<file path="src/design/core_pkg.sv">
// Shared types for the multicycle core; covers RV32I OP and OP-IMM only, all other opcodes are illegal
`default_nettype none

package core_pkg;

    ////////////////////
    // Major opcodes
    typedef logic [6:0] opcode_t;

    localparam opcode_t OPC_OP     = 7'b0110011;
    localparam opcode_t OPC_OP_IMM = 7'b0010011;

    ////////////////////
    // ALU operations
    typedef enum logic [3:0] {
        ALU_ADD,
        ALU_SUB,
        ALU_SLL,
        ALU_SLT,
        ALU_SLTU,
        ALU_XOR,
        ALU_SRL,
        ALU_SRA,
        ALU_OR,
        ALU_AND
    } alu_op_t;

    ////////////////////
    // Instruction formats
    typedef struct packed {
        logic [6:0] funct7;
        logic [4:0] rs2;
        logic [4:0] rs1;
        logic [2:0] funct3;
        logic [4:0] rd;
        opcode_t    opcode;
    } r_type_t;

    typedef struct packed {
        logic [11:0] imm12;
        logic [4:0]  rs1;
        logic [2:0]  funct3;
        logic [4:0]  rd;
        opcode_t     opcode;
    } i_type_t;

    // One word, two views
    typedef union packed {
        r_type_t r;
        i_type_t i;
    } instr_t;

    ////////////////////
    // Inter-block bundles
    typedef struct packed {
        alu_op_t     alu_op;
        logic [4:0]  rs1;
        logic [4:0]  rs2;
        logic [4:0]  rd;
        logic        use_imm;
        logic [31:0] imm;
        logic        illegal;
    } decoded_t;

    typedef struct packed {
        alu_op_t     alu_op;
        logic [31:0] a;
        logic [31:0] b;
    } alu_inputs_t;

    typedef struct packed {
        logic        we;
        logic [4:0]  rd;
        logic [31:0] value;
    } wb_t;

    // One record per retired instruction
    typedef struct packed {
        logic        retired;
        logic [31:0] pc;
        logic [31:0] instr;
        logic [4:0]  rd;
        logic [31:0] value;
    } trace_t;

endpackage

`default_nettype wire

</file>
<file path="src/design/pc_counter.sv">
// Program counter; word aligned only, IMEM_ADDR_W must not exceed 30, no branch or jump target load
`default_nettype none
`timescale 1ns/1ps

module pc_counter #(
    parameter logic [31:0] RESET_VECTOR = 32'h0000_0000,
    parameter int          IMEM_ADDR_W  = 8
) (
    input  logic                   clk,
    input  logic                   rst,
    input  logic                   advance,
    output logic [31:0]            pc,
    output logic [IMEM_ADDR_W-1:0] imem_addr
);

    ////////////////////
    // PC register

    // Sequential flow only
    // Advance comes once per retired instruction
    always_ff @(posedge clk) begin
        if (rst) begin
            pc <= RESET_VECTOR;
        end else if (advance) begin
            pc <= pc + 32'd4;
        end
    end

    ////////////////////
    // Memory word address

    // Byte offset dropped
    // Upper pc bits beyond the memory are ignored
    assign imem_addr = pc[IMEM_ADDR_W+1:2];

endmodule

`default_nettype wire

</file>
<file path="src/design/issue_control.sv">
// Phase sequencer; one instruction in flight, four cycles each, HALT is left only through reset
`default_nettype none
`timescale 1ns/1ps

module issue_control (
    input  logic clk,
    input  logic rst,
    input  logic illegal,
    output logic imem_en,
    output logic capture,
    output logic exec_en,
    output logic retire,
    output logic halted
);

    typedef enum logic [2:0] {
        FETCH,
        DECODE,
        EXECUTE,
        RETIRE,
        HALT
    } state_t;

    state_t state;
    state_t state_next;

    ////////////////////
    // Next state

    always_comb begin
        state_next = state;
        case (state)
            FETCH: begin
                state_next = DECODE;
            end
            DECODE: begin
                // Bad word parks the core here
                if (illegal) begin
                    state_next = HALT;
                end else begin
                    state_next = EXECUTE;
                end
            end
            EXECUTE: begin
                state_next = RETIRE;
            end
            RETIRE: begin
                state_next = FETCH;
            end
            HALT: begin
                state_next = HALT;
            end
            default: begin
                state_next = HALT;
            end
        endcase
    end

    always_ff @(posedge clk) begin
        if (rst) begin
            state <= FETCH;
        end else begin
            state <= state_next;
        end
    end

    ////////////////////
    // Phase strobes

    // Each lasts exactly one cycle per instruction
    assign imem_en = (state == FETCH);
    assign capture = (state == DECODE);
    assign exec_en = (state == EXECUTE);
    assign retire  = (state == RETIRE);
    // Sticky until reset
    assign halted  = (state == HALT);

endmodule

`default_nettype wire

</file>
<file path="src/design/decode.sv">
// Decoder for OP and OP-IMM; decodes the live memory word during capture, the held word otherwise
`default_nettype none
`timescale 1ns/1ps

module decode (
    input  logic              clk,
    input  logic              rst,
    input  logic              capture,
    input  logic [31:0]       imem_data,
    output core_pkg::instr_t  instr,
    output core_pkg::decoded_t dec
);

    // addi x0, x0, 0
    localparam logic [31:0] NOP_WORD = 32'h0000_0013;
    localparam logic [6:0]  F7_ALT   = 7'b0100000;

    core_pkg::instr_t view;
    logic             is_op;
    logic             is_op_imm;
    logic [6:0]       f7;
    logic             f7_checked;
    logic             use_alt;

    ////////////////////
    // Instruction register
    always_ff @(posedge clk) begin
        if (rst) begin
            instr <= NOP_WORD;
        end else if (capture) begin
            instr <= imem_data;
        end
    end

    // Live word in DECODE so the illegal flag is ready that cycle
    assign view = capture ? core_pkg::instr_t'(imem_data) : instr;

    assign is_op     = (view.r.opcode == core_pkg::OPC_OP);
    assign is_op_imm = (view.i.opcode == core_pkg::OPC_OP_IMM);

    // funct7 and imm12[11:5] share bits 31:25
    assign f7 = view.r.funct7;

    // Only register ops and shifts constrain the upper bits
    assign f7_checked = is_op || (view.i.funct3 == 3'b001) || (view.i.funct3 == 3'b101);
    // sub (register form only) and sra/srai
    assign use_alt = (f7 == F7_ALT) &&
                     ((view.r.funct3 == 3'b101) || (is_op && view.r.funct3 == 3'b000));

    ////////////////////
    // Field decode
    always_comb begin
        dec         = '0;
        dec.rs1     = view.r.rs1;
        dec.rd      = view.r.rd;
        // Unused rs2 field in I-type reads x0
        dec.rs2     = is_op ? view.r.rs2 : 5'd0;
        dec.use_imm = is_op_imm;
        dec.imm     = {{20{view.i.imm12[11]}}, view.i.imm12};

        case (view.r.funct3)
            3'b000: dec.alu_op = use_alt ? core_pkg::ALU_SUB : core_pkg::ALU_ADD;
            3'b001: dec.alu_op = core_pkg::ALU_SLL;
            3'b010: dec.alu_op = core_pkg::ALU_SLT;
            3'b011: dec.alu_op = core_pkg::ALU_SLTU;
            3'b100: dec.alu_op = core_pkg::ALU_XOR;
            3'b101: dec.alu_op = use_alt ? core_pkg::ALU_SRA : core_pkg::ALU_SRL;
            3'b110: dec.alu_op = core_pkg::ALU_OR;
            default: dec.alu_op = core_pkg::ALU_AND;
        endcase

        // Unknown opcode, or upper bits neither zero nor a valid alternate
        dec.illegal = !(is_op || is_op_imm) ||
                      (f7_checked && !(f7 == 7'd0 || use_alt));
    end

endmodule

`default_nettype wire

</file>
<file path="src/design/register_file.sv">
// 32 x 32 register file; reads are combinational, one write per cycle, x0 is never written
`default_nettype none
`timescale 1ns/1ps

module register_file (
    input  logic             clk,
    input  logic             rst,
    input  logic [4:0]       rs1,
    input  logic [4:0]       rs2,
    input  core_pkg::wb_t    wb,
    output logic [31:0]      rs1_data,
    output logic [31:0]      rs2_data
);

    logic [31:0] regs [32];

    ////////////////////
    // Write port

    // Reset clears the whole file
    // Writes to x0 dropped so it stays zero
    always_ff @(posedge clk) begin
        if (rst) begin
            for (int i = 0; i < 32; i++) begin
                regs[i] <= 32'd0;
            end
        end else if (wb.we && (wb.rd != 5'd0)) begin
            regs[wb.rd] <= wb.value;
        end
    end

    ////////////////////
    // Read ports

    // No bypass needed, only one instruction in flight
    assign rs1_data = regs[rs1];
    assign rs2_data = regs[rs2];

endmodule

`default_nettype wire

</file>
<file path="src/design/alu_unit.sv">
// Single-cycle ALU with registered result; shift amount taken from the low 5 bits of operand b
`default_nettype none
`timescale 1ns/1ps

module alu_unit (
    input  logic                  clk,
    input  logic                  rst,
    input  logic                  exec_en,
    input  core_pkg::alu_inputs_t alu_in,
    output logic [31:0]           result
);

    logic [31:0] result_next;
    logic [4:0]  shamt;

    assign shamt = alu_in.b[4:0];

    ////////////////////
    // Operation select
    always_comb begin
        case (alu_in.alu_op)
            core_pkg::ALU_ADD:  result_next = alu_in.a + alu_in.b;
            core_pkg::ALU_SUB:  result_next = alu_in.a - alu_in.b;
            core_pkg::ALU_SLL:  result_next = alu_in.a << shamt;
            // Signed compare
            core_pkg::ALU_SLT:  result_next = {31'd0, $signed(alu_in.a) < $signed(alu_in.b)};
            // Unsigned compare
            core_pkg::ALU_SLTU: result_next = {31'd0, alu_in.a < alu_in.b};
            core_pkg::ALU_XOR:  result_next = alu_in.a ^ alu_in.b;
            core_pkg::ALU_SRL:  result_next = alu_in.a >> shamt;
            // Sign bit fills from the left
            core_pkg::ALU_SRA:  result_next = $unsigned($signed(alu_in.a) >>> shamt);
            core_pkg::ALU_OR:   result_next = alu_in.a | alu_in.b;
            core_pkg::ALU_AND:  result_next = alu_in.a & alu_in.b;
            default:            result_next = 32'd0;
        endcase
    end

    ////////////////////
    // Result register

    // Held through RETIRE for writeback and trace
    always_ff @(posedge clk) begin
        if (rst) begin
            result <= 32'd0;
        end else if (exec_en) begin
            result <= result_next;
        end
    end

endmodule

`default_nettype wire

</file>
<file path="src/design/tiny_core.sv">
// Multicycle RV32I OP/OP-IMM core; instruction memory must return data exactly one cycle after imem_en
`default_nettype none
`timescale 1ns/1ps

module tiny_core #(
    parameter logic [31:0] RESET_VECTOR = 32'h0000_0000,
    parameter int          IMEM_ADDR_W  = 8
) (
    input  logic                   clk,
    input  logic                   rst,
    output logic                   imem_en,
    output logic [IMEM_ADDR_W-1:0] imem_addr,
    input  logic [31:0]            imem_data,
    output core_pkg::trace_t       tr,
    output logic                   halted
);

    logic [31:0]           pc;
    logic                  capture;
    logic                  exec_en;
    logic                  retire;
    core_pkg::instr_t      instr;
    core_pkg::decoded_t    dec;
    logic [31:0]           rs1_data;
    logic [31:0]           rs2_data;
    core_pkg::alu_inputs_t alu_in;
    logic [31:0]           result;
    core_pkg::wb_t         wb;

    ////////////////////
    // Fetch and sequencing
    pc_counter #(
        .RESET_VECTOR (RESET_VECTOR),
        .IMEM_ADDR_W  (IMEM_ADDR_W)
    ) pc_counter_block (
        .clk       (clk),
        .rst       (rst),
        .advance   (retire),
        .pc        (pc),
        .imem_addr (imem_addr)
    );

    issue_control issue_control_block (
        .clk     (clk),
        .rst     (rst),
        .illegal (dec.illegal),
        .imem_en (imem_en),
        .capture (capture),
        .exec_en (exec_en),
        .retire  (retire),
        .halted  (halted)
    );

    ////////////////////
    // Decode and operands
    decode decode_block (
        .clk       (clk),
        .rst       (rst),
        .capture   (capture),
        .imem_data (imem_data),
        .instr     (instr),
        .dec       (dec)
    );

    register_file register_file_block (
        .clk      (clk),
        .rst      (rst),
        .rs1      (dec.rs1),
        .rs2      (dec.rs2),
        .wb       (wb),
        .rs1_data (rs1_data),
        .rs2_data (rs2_data)
    );

    // Immediate replaces rs2 for OP-IMM
    assign alu_in.alu_op = dec.alu_op;
    assign alu_in.a      = rs1_data;
    assign alu_in.b      = dec.use_imm ? dec.imm : rs2_data;

    ////////////////////
    // Execute and writeback
    alu_unit alu_unit_block (
        .clk     (clk),
        .rst     (rst),
        .exec_en (exec_en),
        .alu_in  (alu_in),
        .result  (result)
    );

    // Every legal instruction writes rd and the file drops x0
    assign wb.we    = retire;
    assign wb.rd    = dec.rd;
    assign wb.value = result;

    ////////////////////
    // Trace

    // One cycle behind the retire edge
    // pc still points at the retiring instruction during RETIRE
    always_ff @(posedge clk) begin
        if (rst) begin
            tr.retired <= 1'b0;
        end else begin
            tr.retired <= retire;
            if (retire) begin
                tr.pc    <= pc;
                tr.instr <= instr;
                tr.rd    <= dec.rd;
                tr.value <= result;
            end
        end
    end

endmodule

`default_nettype wire

</file>
<file path="config.mk">
export PLATFORM = sky130hd
export DESIGN_NAME = tiny_core
export DESIGN_NICKNAME = d
export VERILOG_FILES = /design/src/design/core_pkg.sv /design/src/design/pc_counter.sv /design/src/design/issue_control.sv /design/src/design/decode.sv /design/src/design/register_file.sv /design/src/design/alu_unit.sv /design/src/design/tiny_core.sv
export SDC_FILE = /design/constraint.sdc
export NUM_CORES = 2
export LEC_CHECK = 0
export ABC_CLOCK_PERIOD_IN_PS = 9650
export BUFFER_PORTS_ARGS = -buffer_cell sky130_fd_sc_hd__buf_2
export CELL_PAD_IN_SITES_DETAIL_PLACEMENT = 1
export CELL_PAD_IN_SITES_GLOBAL_PLACEMENT = 1
export CORE_MARGIN = 10
export CORE_UTILIZATION = 51
export CTS_CLUSTER_DIAMETER = 150
export DETAILED_ROUTE_END_ITERATION = 8
export PLACE_DENSITY_LB_ADDON = 0.15
export SKIP_CTS_REPAIR_TIMING = 1
export SLEW_MARGIN = 20
export SYNTH_ARGS = -nofsm -noshare
export SYNTH_HDL_FRONTEND = slang
export SYNTH_SLANG_ARGS = --single-unit
</file>
<file path="constraint.sdc">
create_clock -name clk -period 9.65 [get_ports clk]
set_input_delay 0.4825 -clock clk [delete_from_list [all_inputs] [get_ports clk]]
set_output_delay 0.4825 -clock clk [all_outputs]
set_load 0.02 [all_outputs]
</file>
# Word level (Yosys, flattened, before mapping)
# Memories as Yosys holds them, arrays and structs flattened.
# Index checks and enable logic that the tools add are counted.
[word_totals]
ramBits = 1024
in_bits = 34
n_memories = 1
output_inout_bits = 112
ff_bits = 201
word_cells = 80
[memory_table]
columns = ["memory", "depth", "word_bits", "rd", "rd_ports_with_merged_regs", "write_ports", "line", "source"]
rows = [
  ["register_file_block.regs", 32, 32, 2, 0, 32, "register_file.sv:15", "logic [31:0] regs [32];"],
]
[classes]
shift = 3
bitwise = 4
add_sub_neg = 3
eq_ne = 22
muxes = 17
n_reduce_logical = 19
n_lt_le_gt_ge = 2
[ops]
columns = ["op", "count"]
rows = [
  ["$pmux W32 S10", 1],
  ["$mux W32", 3],
  ["$lt A32 B32 Y1", 2],
  ["$add A32 B3 Y32 const B", 1],
  ["$add A32 B32 Y32", 1],
  ["$and A32 B32 Y32", 1],
  ["$or A32 B32 Y32", 1],
  ["$reduce_or A32 Y1", 1],
  ["$shl A32 B5 Y32", 1],
  ["$shr A32 B5 Y32", 1],
  ["$sshr A32 B5 Y32", 1],
  ["$sub A32 B32 Y32", 1],
  ["$xor A32 B32 Y32", 1],
  ["$pmux W4 S7", 1],
  ["$eq A4 B3 Y1 const B", 4],
  ["$eq A7 B6 Y1 const B", 2],
  ["$eq A3 B2 Y1 const B", 4],
  ["$eq A3 B3 Y1 const B", 4],
  ["$pmux W3 S4", 1],
  ["$mux W5", 2],
  ["$eq A4 B2 Y1 const B", 2],
  ["$eq A4 B4 Y1 const B", 2],
  ["$mux W1", 8],
  ["$eq A7 B5 Y1 const B", 1],
  ["other kinds (12)", 23],
]

# Depth between registers and ports, before layout
[depth]
word_depth = 12
ltp_mapped = 35
mapped_depth_nobuf = 26

# Hierarchy
# A second synthesis with hierarchy kept.
[unflattened]
cells_unflattened = 6425
hier_area_um2 = 72527.1
[by_module_without_submodules]
columns = ["mod", "cells_per_inst", "seq_area_each_um2", "n_inst", "area_each_um2"]
rows = [
  ["register_file", 4605, 30749.5, 1, 55888.6],
  ["alu_unit", 1300, 640.6, 1, 9536.6],
  ["tiny_core", 140, 3052.9, 1, 3609.7],
  ["decode", 193, 640.6, 1, 1844.3],
  ["pc_counter", 171, 600.6, 1, 1502.7],
  ["issue_control", 16, 60.1, 1, 145.1],
]

# Worst setup path after synthesis
# No wires, ideal clock.
[synth_timing]
kind = "reg-to-reg"
start = "register issue_control_block.state[1]"
end = "memory register_file_block.regs[30][0] (enable)"
required_ns = 9.275
synth_period_minus_slack_ns = 8.014
setup_time_ns = 0.375
arrival_ns = 7.639
setup_slack_ns = 1.636
stages_incl_launch_ff = 7
n_path_buf = 1
path_cell_list = "dfxtp_1 -> buf_2 -> nor3b_1 -> nor2b_1 -> nand3_1 -> nor2_1 -> or2_2"
[synth_rtl]
columns = ["element", "line", "source"]
rows = [
  ["from (decl)", "issue_control.sv:24", "state_t state;"],
  ["from (signal assigned)", "issue_control.sv:63", "state <= state_next;"],
  ["to (decl)", "register_file.sv:15", ""],
]

# Worst setup path after layout
[layout_timing]
start = "register issue_control_block.state[2]"
end = "register alu_unit_block.result[30]"
[layout_via]
elab_chain_cells = 10
elab_cells_between_ends = 41
cone_classes = "add/sub: 2; eq/ne: 20; shift: 3; mux: 7; bitwise: 3; reduce/logical: 5; memory: 1"
[layout_rtl]
columns = ["element", "line", "source"]
rows = [
  ["parallel branches: the longest is 10 deep, another holds $mem_v2 Z32 W32", "-", ""],
  ["to (signal assigned)", "alu_unit.sv:47", "result <= result_next;"],
  ["to (decl)", "alu_unit.sv:10", "output logic [31:0] result"],
]
# Several ways; the timed one is not identified.
# A chain may end at the register's enable or synchronous reset.

==> results.toml <==
[power]
leakage_nw = 29.6
ir_drop_mv = 0.191
p_comb_frac = 0.484
p_clk_frac = 0.239
power.density_nw_per_um2 = 280
internal_power_mw = 12.1
switching_share = 0.458
power_frac_seq = 0.277
power_switching_mw = 10.2

[placement]
globalplace.congestion = 1.00
post-place-ws_ns = 1.42
place.detailed.hpwl_um = 215000
portBuffers = 143

[yosys]
syn_inst = 7408
yosysUniqueCellTypes = 116
netlist_area_um2 = 72400
seq_area_frac_synth = 0.493
ys_warn_count = 0
synth-edff-count = 1123
syn_area_per_cell_um2 = 9.78
ys_ff_latch = 1221
async_flop_share = 0
synth_flop_cell = "edfxtp_1"

[timing]
rsz0062_at_grt = "false"
fin_setup_tns_ns = 0
max_clock_freq_ghz = 0.115
worstMarginPinSlew_ns = 1.28
maxSlewHeadroom = 0.146
maxSlewViolCount = 0
hold_viol_final = 0
skew_ns = 0.0401
setup_violations = 0
fin_ws_ns = 0.954
fin_crit_ns = 8.70
min_period_over_period = 0.901

[grt]
grt_max_degree = 124
overflow = 0
grt_usage = 0.422
grt_antenna_before_repair = 36
grt_pass1_wl_um = 484000
grt_pass1_vias = 66017

[final_layout]
syn2layout_area_growth_pct = 10.2
fillers = 15540
fin_util = 0.565
drive_above_1_share = 0.115
finalNetCount = 7411
regArea_um2 = 35700
multi_input_area_um2 = 33900

[floorplan]
pin_count = 146
rows = 138
core_area_um2 = 141000
die_area_um2 = 157000
die_x_um = 397
die_h_um = 397
initial_core_util = 0.513

[setup_path]
path_max_fanout = 111
end_kind = "flip-flop"
arrival_ns = 9.38
startpoint_type = "flip-flop"
max_stage_delay_ns = 0.82
crit_slowest_cell = "a2111oi_0"
cp.required_ns = 10.33
crit_type = "flip-flop to flip-flop"
crit_path_cell_trace = "or3b_4 -> buf_12 -> a21o_4 -> buf_12 -> a2111oi_0 -> a2111oi_0 -> nand4_1 -> nor2_4 -> ha_1 -> nand2b_1 -> o21ba_2 -> nor2_1 -> o21ai_0 -> nand2b_1 -> a221oi_1 -> nand4_1 -> a31oi_1 -> o21ai_1 -> a311oi_1 -> xnor2_1 -> a311oi_1 -> o311ai_1"

[drt]
drt_wl_total_um = 345000
drt_iter0_markers = 11217
vias = 67099
drc = 0
wire_per_inst_um = 37.1
viasPerCell = 7.21
dr.pass1.iters = 8
antenna_left = 0

[worst_hold_path]
min_path_type = "input pin to flip-flop"

[run]
maxCapViolCount = 0

[clock_tree]
tritoncts = "built"
cts_buffers = 140
cts-root-buf = "clkbuf_16"
clk-insertion-delay-late_ns = 0.82
clock_path_buffers = 3
clk_pin_slew_ns = 0.06
h-tree-depth = 4
cts_sinks = 1221

[run_status]
status = "finished clean"
[Yosys cell counts (57+ instances only)]
| master | n | area share |
|---|---|---|
| clkbuf_1 | 496 | 0.026 |
| ha_1 | 98 | 0.017 |
| dfxtp_1 | 98 | 0.027 |
| mux2i_1 | 343 | 0.047 |
| a221oi_1 | 237 | 0.029 |
| nand2_1 | 1275 | 0.066 |
| nor2_1 | 300 | 0.016 |
| nand3_1 | 400 | 0.028 |
| o21ai_0 | 127 | 0.0088 |
| a211oi_1 | 89 | 0.0092 |
| and2_1 | 1008 | 0.087 |
| inv_1 | 133 | 0.0069 |
| a32oi_1 | 81 | 0.0098 |
| mux2_2 | 57 | 0.0089 |
| edfxtp_1 | 1123 | 0.47 |
| buf_2 | 119 | 0.0082 |
| a311oi_1 | 80 | 0.0097 |
| o211ai_1 | 60 | 0.0062 |
| a21oi_1 | 218 | 0.015 |
| nor3_1 | 142 | 0.0098 |
| a31oi_1 | 121 | 0.010 |
[cell type report]
type / instances / share of cell area
sequential: 1221 / 0.447
multi-input combinational: 5379 / 0.424
clock buffer: 167 / 0.0461
timing repair buffer: 398 / 0.0357
tap: 1890 / 0.0296
clock inverter: 85 / 0.00964
inverter: 137 / 0.00644
antenna: 26 / 0.000815
[worst paths after layout]
kind	startpoint	to	slack [ns]	depth (start not counted)
worst max register to register	issue_control_block.state[2]$_SDFF_PP0_	alu_unit_block.result[30]$_SDFFE_PP0N_	0.95	22
worst max-delay path	issue_control_block.state[2]$_SDFF_PP0_	alu_unit_block.result[30]$_SDFFE_PP0N_	0.95	22
worst min-delay path	imem_data[8]	decode_block.instr[8]$_SDFF_PP0_	0.02	3
worst min register to register	decode_block.instr[23]$_SDFF_PP0_	tr[60]$_DFFE_PP_	0.43	0
[sequential cells by signal, summed over array words and instances (netlist names)]
signal / cells
issue_control_block.state: 3
alu_unit_block.result: 32
register_file_block.regs: 1024
decode_block.instr: 32
tr: 100
pc_counter_block.pc: 30
[per-stage QoR]
| step | cell area, um^2 | total power, mW | hold WS, ns | std cells |
|---|---|---|---|---|
| 2_1_floorplan | 72500 | 12.7 | 0.406 | 7441 |
| 3_3_place_gp | 75200 | 16.4 | 0.413 | 9018 |
| 3_5_place_dp | 75200 | 16.5 | 0.418 | 9018 |
| 4_1_cts | 79700 | 21.8 | -0.0913 | 9270 |
| 5_1_grt | 79700 | 23.0 | 0.0347 | 9282 |
| 6_report | 79800 | 22.4 | 0.0242 | 9303 |
[power by group through the flow]
stage / clock [mW] / sequential (mW) / combinational (mW)
2_1_floorplan: 0 / 6.19 / 6.53
3_3_place_gp: 0 / 6.29 / 10.1
3_5_place_dp: 0 / 6.31 / 10.2
4_1_cts: 5.33 / 6.20 / 10.3
5_1_grt: 5.54 / 6.22 / 11.2
6_report: 5.35 / 6.21 / 10.8
[cell usage in the layout (no fill, tap or decap), types with 60 or more instances in the layout]
master,n
a211oi_1,89
a21oi_1,218
a221oi_1,237
a311oi_1,80
a31oi_1,119
a32oi_1,81
and2_1,1005
buf_2,142
buf_4,232
clkbuf_16,143
dfxtp_1,89
edfxtp_1,1123
ha_1,98
inv_1,132
mux2i_1,338
nand2_1,1273
nand3_1,400
nor2_1,258
nor3_1,138
o211ai_1,60
o21ai_0,126
[logic make-up (layout without fill, tap and decap cells)]
logic type / Yosys count / count (layout) / share of synthesized area
DFF: 1221 / 1221 / 0.493
and+or+nand+nor: 3380 / 3380 / 0.231
xor gates and xnor gates: 49 / 49 / 0.00593
AOI/OAI and AO/OA: 1398 / 1398 / 0.143
muxes: 418 / 418 / 0.0609
adders and majority gates: 100 / 100 / 0.0175
buffers and inverters: 841 / 787 / 0.0488
other: 1 / 60 / 0.0000518
[metal layers]
layer	track usage	vias to the layer above	wire length (um)
met4	0.288	14	28000
met5	0.00308	-	147
li1	-	26694	-
met1	0.541	33271	125000
met3	0.134	1471	48000
met2	0.603	5649	143000
[critical path: cells and delay by family (launching register included)]
family	cells	cell delay, ns
buffers and inverters	2	0.93
xor gates and xnor gates	1	0.10
and+or+nand+nor	7	2.35
DFF	1	0.60
adders and majority gates	1	0.26
AOI/OAI and AO/OA	11	4.18
Note: power is estimated with default switching activity, not from simulation.
